[src/design/sifhPkg.sv]
package sifhPkg;

    // hit timestamp from the TDC
    localparam int stampWidth = 10;

    // upper timestamp bits form the bin index
    // 32 bins per pixel
    localparam int binWidth = 5;

    // pixels sharing one histogram RAM
    localparam int pixelCount = 4;

    // pixel index width, log2 of pixelCount
    localparam int pixelWidth = 2;

    // RAM address is {pixel, bin}
    localparam int addrWidth = pixelWidth + binWidth;

    // one word per pixel and bin
    localparam int ramDepth = 1 << addrWidth;

    // one histogram count
    // saturates at all ones
    localparam int countWidth = 8;

endpackage

[src/design/histMemIf.sv]
interface histMemIf import sifhPkg::*; ();

    // write port, new counts
    logic [addrWidth-1:0]  waddr;
    logic                  wEnable;
    logic [countWidth-1:0] wdata;

    // read port, stored counts
    logic [addrWidth-1:0]  raddr;
    logic                  rEnable;
    logic [countWidth-1:0] rdata;

    // histogram controller side
    modport ctrl (output waddr, wEnable, wdata, raddr, rEnable, input rdata);

    // RAM side
    modport mem (input waddr, wEnable, wdata, raddr, rEnable, output rdata);

    // write traffic observer for the peak tracker
    modport mon (input waddr, wEnable, wdata);

endinterface

[src/design/histRam.sv]
module histRam import sifhPkg::*; (
    input logic   clk,
    histMemIf.mem mem
);

    // histogram storage
    // no reset, cleared by the controller sweep
    logic [countWidth-1:0] words [ramDepth];

    // write port
    always_ff @(posedge clk) begin
        if (mem.wEnable) begin
            words[mem.waddr] <= mem.wdata;
        end
    end

    // read port with output register
    // same-cycle read of a written address returns the old word
    always_ff @(posedge clk) begin
        if (mem.rEnable) begin
            mem.rdata <= words[mem.raddr];
        end
    end

endmodule

[src/design/histogramFsm.sv]
module histogramFsm import sifhPkg::*; (
    input  logic                  clk,
    input  logic                  rstN,
    input  logic                  clear,
    input  logic                  wrEn,
    input  logic [pixelWidth-1:0] pixel,
    input  logic [stampWidth-1:0] data,
    output logic                  busy,
    histMemIf.ctrl                mem
);

    // two states: sweeping (1) or running (0)
    logic sweeping;

    // set by reset, starts the first sweep after release
    logic initPending;

    // sweep write pointer
    logic [addrWidth-1:0] sweepAddr;
    logic                 sweepLast;

    // hit accepted this cycle
    logic                 accept;
    logic [addrWidth-1:0] readAddr;

    // stage holding the hit that waits for its write
    logic                 stageValid;
    logic [addrWidth-1:0] stageAddr;

    // forwarded count when the next hit reads the address just written
    logic                  fwdValid;
    logic [countWidth-1:0] fwdCount;

    // increment path
    logic [countWidth-1:0] baseCount;
    logic [countWidth-1:0] newCount;

    assign busy = sweeping;

    // hits ignored while busy and until the first sweep has started
    assign accept = wrEn && !sweeping && !initPending;

    // address is pixel index then timestamp upper bits
    assign readAddr = {pixel, data[stampWidth-1 -: binWidth]};

    assign sweepLast = (sweepAddr == addrWidth'(ramDepth - 1));

    // old data from RAM on a same-address read, so take our own write value
    assign baseCount = fwdValid ? fwdCount : mem.rdata;

    // saturating increment
    assign newCount = (baseCount == {countWidth{1'b1}}) ? baseCount
                                                        : baseCount + countWidth'(1);

    // read side
    assign mem.raddr   = readAddr;
    assign mem.rEnable = accept;

    // write side, sweep zeroes or pipeline writes count + 1
    assign mem.wEnable = sweeping || stageValid;
    assign mem.waddr   = sweeping ? sweepAddr : stageAddr;
    assign mem.wdata   = sweeping ? '0 : newCount;

    // state, sweep counter and stage valid
    always_ff @(posedge clk) begin
        if (!rstN) begin
            sweeping    <= 1'b0;
            initPending <= 1'b1;
            sweepAddr   <= '0;
            stageValid  <= 1'b0;
            fwdValid    <= 1'b0;
        end else begin
            stageValid <= 1'b0;
            fwdValid   <= 1'b0;
            if (sweeping) begin
                // one zero write per cycle over the whole RAM
                sweepAddr <= sweepAddr + addrWidth'(1);
                if (sweepLast) begin
                    sweeping <= 1'b0;
                end
            end else if (initPending || clear) begin
                // a hit taken on this edge is dropped, its write falls in the sweep
                sweeping    <= 1'b1;
                initPending <= 1'b0;
                sweepAddr   <= '0;
            end else begin
                stageValid <= accept;
                fwdValid   <= accept && stageValid && (readAddr == stageAddr);
            end
        end
    end

    // payload of the stage and the forward register
    always_ff @(posedge clk) begin
        if (accept) begin
            stageAddr <= readAddr;
        end
        fwdCount <= newCount;
    end

endmodule

[src/design/peakTracker.sv]
module peakTracker import sifhPkg::*; (
    input  logic                  clk,
    input  logic                  rstN,
    input  logic                  clear,
    input  logic                  busy,
    input  logic [pixelWidth-1:0] peakSel,
    histMemIf.mon                 mem,
    output logic [binWidth-1:0]   peakBin,
    output logic [countWidth-1:0] peakCount
);

    // best count and its bin, one pair per pixel
    logic [countWidth-1:0] bestCount [pixelCount];
    logic [binWidth-1:0]   bestBin   [pixelCount];

    // split the write address back into pixel and bin
    logic [pixelWidth-1:0] wrPixel;
    logic [binWidth-1:0]   wrBin;

    assign wrPixel = mem.waddr[addrWidth-1 -: pixelWidth];
    assign wrBin   = mem.waddr[binWidth-1:0];

    always_ff @(posedge clk) begin
        if (!rstN || (clear && !busy)) begin
            // clear follows the controller, which starts its sweep on the same edge
            for (int i = 0; i < pixelCount; i++) begin
                bestCount[i] <= '0;
                bestBin[i]   <= '0;
            end
        end else if (mem.wEnable && !busy) begin
            // strictly greater only, ties keep the earlier bin
            if (mem.wdata > bestCount[wrPixel]) begin
                bestCount[wrPixel] <= mem.wdata;
                bestBin[wrPixel]   <= wrBin;
            end
        end
    end

    // readout mux
    assign peakBin   = bestBin[peakSel];
    assign peakCount = bestCount[peakSel];

endmodule

[src/design/sifhHistogram.sv]
module sifhHistogram import sifhPkg::*; (
    input  logic                  clk,
    input  logic                  rstN,
    input  logic                  clear,
    input  logic                  wrEn,
    input  logic [pixelWidth-1:0] pixel,
    input  logic [stampWidth-1:0] data,
    input  logic [pixelWidth-1:0] peakSel,
    output logic                  busy,
    output logic [binWidth-1:0]   peakBin,
    output logic [countWidth-1:0] peakCount
);

    // shared histogram RAM bus
    histMemIf memBus ();

    // clear sweep and read-modify-write increment
    histogramFsm fsm (
        .clk   (clk),
        .rstN  (rstN),
        .clear (clear),
        .wrEn  (wrEn),
        .pixel (pixel),
        .data  (data),
        .busy  (busy),
        .mem   (memBus.ctrl)
    );

    // counts for all pixels and bins
    histRam ram (
        .clk (clk),
        .mem (memBus.mem)
    );

    // per-pixel peak from the write traffic
    peakTracker peaks (
        .clk       (clk),
        .rstN      (rstN),
        .clear     (clear),
        .busy      (busy),
        .peakSel   (peakSel),
        .mem       (memBus.mon),
        .peakBin   (peakBin),
        .peakCount (peakCount)
    );

endmodule

[config.mk]
export PLATFORM = sky130hd
export DESIGN_NAME = sifhHistogram
export DESIGN_NICKNAME = d
export VERILOG_FILES = /design/src/design/sifhPkg.sv /design/src/design/histMemIf.sv /design/src/design/histRam.sv /design/src/design/histogramFsm.sv /design/src/design/peakTracker.sv /design/src/design/sifhHistogram.sv
export SDC_FILE = /design/constraint.sdc
export NUM_CORES = 1
export LEC_CHECK = 0
export ABC_CLOCK_PERIOD_IN_PS = 18930
export BUFFER_PORTS_ARGS = -buffer_cell sky130_fd_sc_hd__buf_2
export CAP_MARGIN = 20
export CORE_MARGIN = 4
export CORE_UTILIZATION = 45
export DETAILED_ROUTE_END_ITERATION = 8
export PLACE_DENSITY_LB_ADDON = 0.12
export SYNTH_ARGS = -nofsm -noshare
export SYNTH_HDL_FRONTEND = slang
export SYNTH_SLANG_ARGS = --single-unit
[constraint.sdc]
create_clock -name clk -period 18.93 [get_ports clk]
set_input_delay 1.893 -clock clk [delete_from_list [all_inputs] [get_ports clk]]
set_output_delay 1.893 -clock clk [all_outputs]
set_load 0.005 [all_outputs]
==> impl_results.md <==
- Avg Inst Size Synth: 22.30 sq um
- Fin crit share: 0.3039
- Final antenna-violating net count: 0
- Psw: about 1100 uW
- Yosys reg bits: ~1100
- Worst Hold Depth: 2
- Status: finished, final reports clean
- Lkg Pwr: 0.01514 uW
- RSZ-0062 raised after global routing: no
- Max Slew Vio Count: 0
- PwrDens: 105.4 nW/um^2
- Power Internal: roughly 4000 uW
- Fin nets: 2061
- FILL cells: 7580
- # setup viols final: 0
- # H-tree levels: 3
- IO Pins: 32
- Setup tns final: 0 ns
- Critical Path Start Type: primary input
- Die height: 319.5 um
- Register area: between 30000 and 40000 sq um
- Total global-route track usage: 0.1932
- Vias in the first global route: 20340
- Peak VDD IR: about 76 uV
- Area grow syn2layout: 11.80%
- Reg2reg path depth: 17
- FP Rows: ~110
- Met3 WL: 5263 um
- Max Freq: between 0.15 and 0.2 GHz
- Core area: 95580 sq um
- Largest net degree at the start of global routing: about 110
- Seq pwr share: 0.530
- DRT Wirelength: roughly 98000 um
- Die X: 319.5 um
- Post-CTS Setup Bufs: 0
- Reg2reg start: fsm.fwdValid
- Max layer used: met4
- WHS Endpoint: fsm.initPending
- Longest Clk Path Bufs: 3
- Clk root buf: clkbuf_16
- Reg2reg setup slack: about 13 ns
- Slew headroom: 0.2397
- Initial antenna violation count: 3
- Port Buffers: 26
- Syn nets: 1986
- Register area share after synthesis: 0.7589
- Worst Setup End Kind: flop
- Clock latency on the worst-skew pair: roughly 0.67 ns
- Clock power share: 0.415
- Reg-to-reg endpoint: peaks.bestBin[2][2]
- Worst Clk Skew: approximately 0.025 ns
- Metal1 wirelength: 41840 um
- HPWL after detailed placement: 58160 um
- Area of the multi-input gates: 9993 sq um
- Mapped Area: 43670 sq um
- Drt first pass iters: 8
- Post-Route Utilization: 0.5108
- Worst Hold Class: flop to flop
- Final WS setup: 13.18 ns
- Final hold violation count: 0
- CTS tree: yes
- CP Data Arrival Time: around 6.2 ns
- Met2 wire length: just under 50000 um
- Max-Cap Viols: 0
- Synth Instances: roughly 2000
- First-pass GRT wire length: about 140000 um
- Post-cts sizing count: 0
- CP Max Fanout: 55
- Sw frac: 0.2088
- CP Data Required Time: 19.35 ns
- CTS buffer count: 112
- Worst path most repeated cell: mux4_2
- Post-Place Worst Slack: 12.33 ns
- Average vias per placed instance: 5.844
- Post-synth cell types: 44
- Post-DR wirelength/cell: 28.99 um
- WHS: 0.4912 ns
- Hold Crit Start: fsm.initPending
- Remaining global-route overflow: 0
- Comb power frac: 0.054
- Final min period: between 5 and 6 ns
- Total power: between 5000 and 6000 uW
- Reg clk slew, reported paths: 0.06 ns
- Hold buffers post-CTS: 0
- Die Area: 102100 sq um
- CP peak stage delay: 0.80 ns
- Crit path max-delay cell type: buf_4
- Drt drc: 0
- Placer Congestion: 0.7802
- Starting Density: 0.4569
- Routed vias: 19810
- Iter 0 DRT Violations: roughly 1900
- Yosys warnings: 0
- Critical path type: primary input to flop
- CTS Sinks: 1110
- Crit path from: data[5]
- Worst slew pin tran: 1.141 ns
- Crit path cell chain: buf_8, buf_4, buf_4, mux4_2, mux4_2, mux4_2, mux2_2
- Fraction of layout cells with a size suffix above 1: 0.2784
## cells by family (layout without fill, tap and decap cells)
logic type,Yosys count,after routing,share of synthesized area
multiplexers,383,383,0.1904
buffers and inverters,126,291,0.01232
other,0,1,0
flip-flops,1110,1110,0.7589
XOR/XNOR,9,9,0.001805
adder cells (fa/ha/maj),10,10,0.002865
AND/OR/NAND/NOR,283,283,0.02814
AO/OA/AOI/OAI,37,37,0.005530
## flip-flops by register name, summed over array words and instances, names as in the netlist
signal and count:
fsm.fwdCount 8, fsm.fwdValid 1, fsm.sweepAddr 7, peaks.bestBin 20, ram.words 1024, fsm.busy 1, ram.mem.rdata 8, fsm.stageAddr 7
fsm.stageValid 1, peaks.bestCount 32, fsm.initPending 1
## metrics by stage
step	cells	cell area, sq um
after CTS	3386	48790
after floorplan	1958	43670
after global placement	3180	45240
final	3389	48820
after detailed placement	3182	45260
after global routing	3388	48820
## final cells by class
class	count	share of cell area
antenna	1	0.00005125
clock buffer	144	0.06138
clock inverter	60	0.01076
inverter	21	0.002025
multi-input combinational	722	0.2047
sequential	1110	0.6788
tap	1265	0.03242
timing repair buffer	66	0.009892
## worst max path at each step
stage | to | slack [ns] | cells past startpoint
global placement | ram.mem.rdata[2] | 12.33 | 7
detailed placement | ram.mem.rdata[2] | 12.33 | 7
floorplan | peaks.bestBin[0][0] | 12.71 | 17
finish | ram.mem.rdata[2] | 13.18 | 7
global route | peaks.bestCount[2][0] | 12.78 | 17
CTS | ram.mem.rdata[2] | 13.03 | 7
## cell usage after synthesis, drive strengths merged
cell / count / area (sq um)
a21boi: 2 / 15.01
a21o: 1 / 7.510
a21oi: 9 / 45.04
a2bb2oi: 1 / 8.760
a31o: 1 / 8.760
a31oi: 1 / 6.260
a32o: 2 / 20.02
a32oi: 2 / 17.52
and2: 7 / 43.79
and3: 4 / 25.02
buf: 47 / 241.5
clkbuf: 58 / 217.7
clkinv: 1 / 3.750
dfxtp: 19 / 380.4
edfxtp: 1091 / 32760
ha: 10 / 125.1
inv: 20 / 75.07
mux2: 12 / 135.1
mux2i: 14 / 140.1
mux4: 357 / 8040
nand2: 38 / 142.6
nand2b: 4 / 25.02
nand3: 10 / 50.05
nand3b: 1 / 7.510
nand4: 1 / 6.260
nor2: 154 / 578.1
nor2b: 14 / 87.58
nor3: 43 / 215.2
nor4: 2 / 12.51
nor4bb: 1 / 10.01
o211a: 1 / 10.01
o211ai: 1 / 7.510
o21a: 2 / 15.01
o21ai: 12 / 60.06
o221ai: 1 / 8.760
o41a: 1 / 11.26
or2: 2 / 12.52
or3: 2 / 12.51
xnor2: 3 / 26.28
xor2: 6 / 52.55
## power groups by stage
stage	Combinational (uW)	Sequential, uW	Clock (uW)
2_1_floorplan	176	2780	0
5_1_grt	298	2730	2290
6_report	279	2730	2140
3_5_place_dp	284	2780	0
4_1_cts	285	2730	2180
3_3_place_gp	280	2780	0
## metal layers
metal / vias up / track usage
met5: - / 0
li1: 8393 / -
met4: 0 / 0.04727
met2: 569 / 0.3165
met3: 136 / 0.03219
met1: 10710 / 0.2753
## worst max-delay path, delay by kind of cell
| family | cells | cell delay [ns] |
|---|---|---|
| buffers and inverters | 3 | 2.05 |
| multiplexers | 4 | 2.09 |
## placed cells by master (no fill, tap or decap), drive strengths merged, types with 3 or more instances in the layout
| cell type | synthesis | final |
|---|---|---|
| a21oi | 9 | 9 |
| and2 | 7 | 7 |
| and3 | 4 | 4 |
| buf | 47 | 66 |
| bufinv | 0 | 10 |
| clkbuf | 58 | 144 |
| clkinv | 1 | 47 |
| dfxtp | 19 | 19 |
| edfxtp | 1091 | 1091 |
| ha | 10 | 10 |
| inv | 20 | 23 |
| mux2 | 12 | 12 |
| mux2i | 14 | 14 |
| mux4 | 357 | 357 |
| nand2 | 38 | 38 |
| nand2b | 4 | 4 |
| nand3 | 10 | 10 |
| nor2 | 154 | 154 |
| nor2b | 14 | 14 |
| nor3 | 43 | 43 |
| o21ai | 12 | 12 |
| xnor2 | 3 | 3 |
| xor2 | 6 | 6 |
Note: power is estimated with default switching activity, not from simulation.
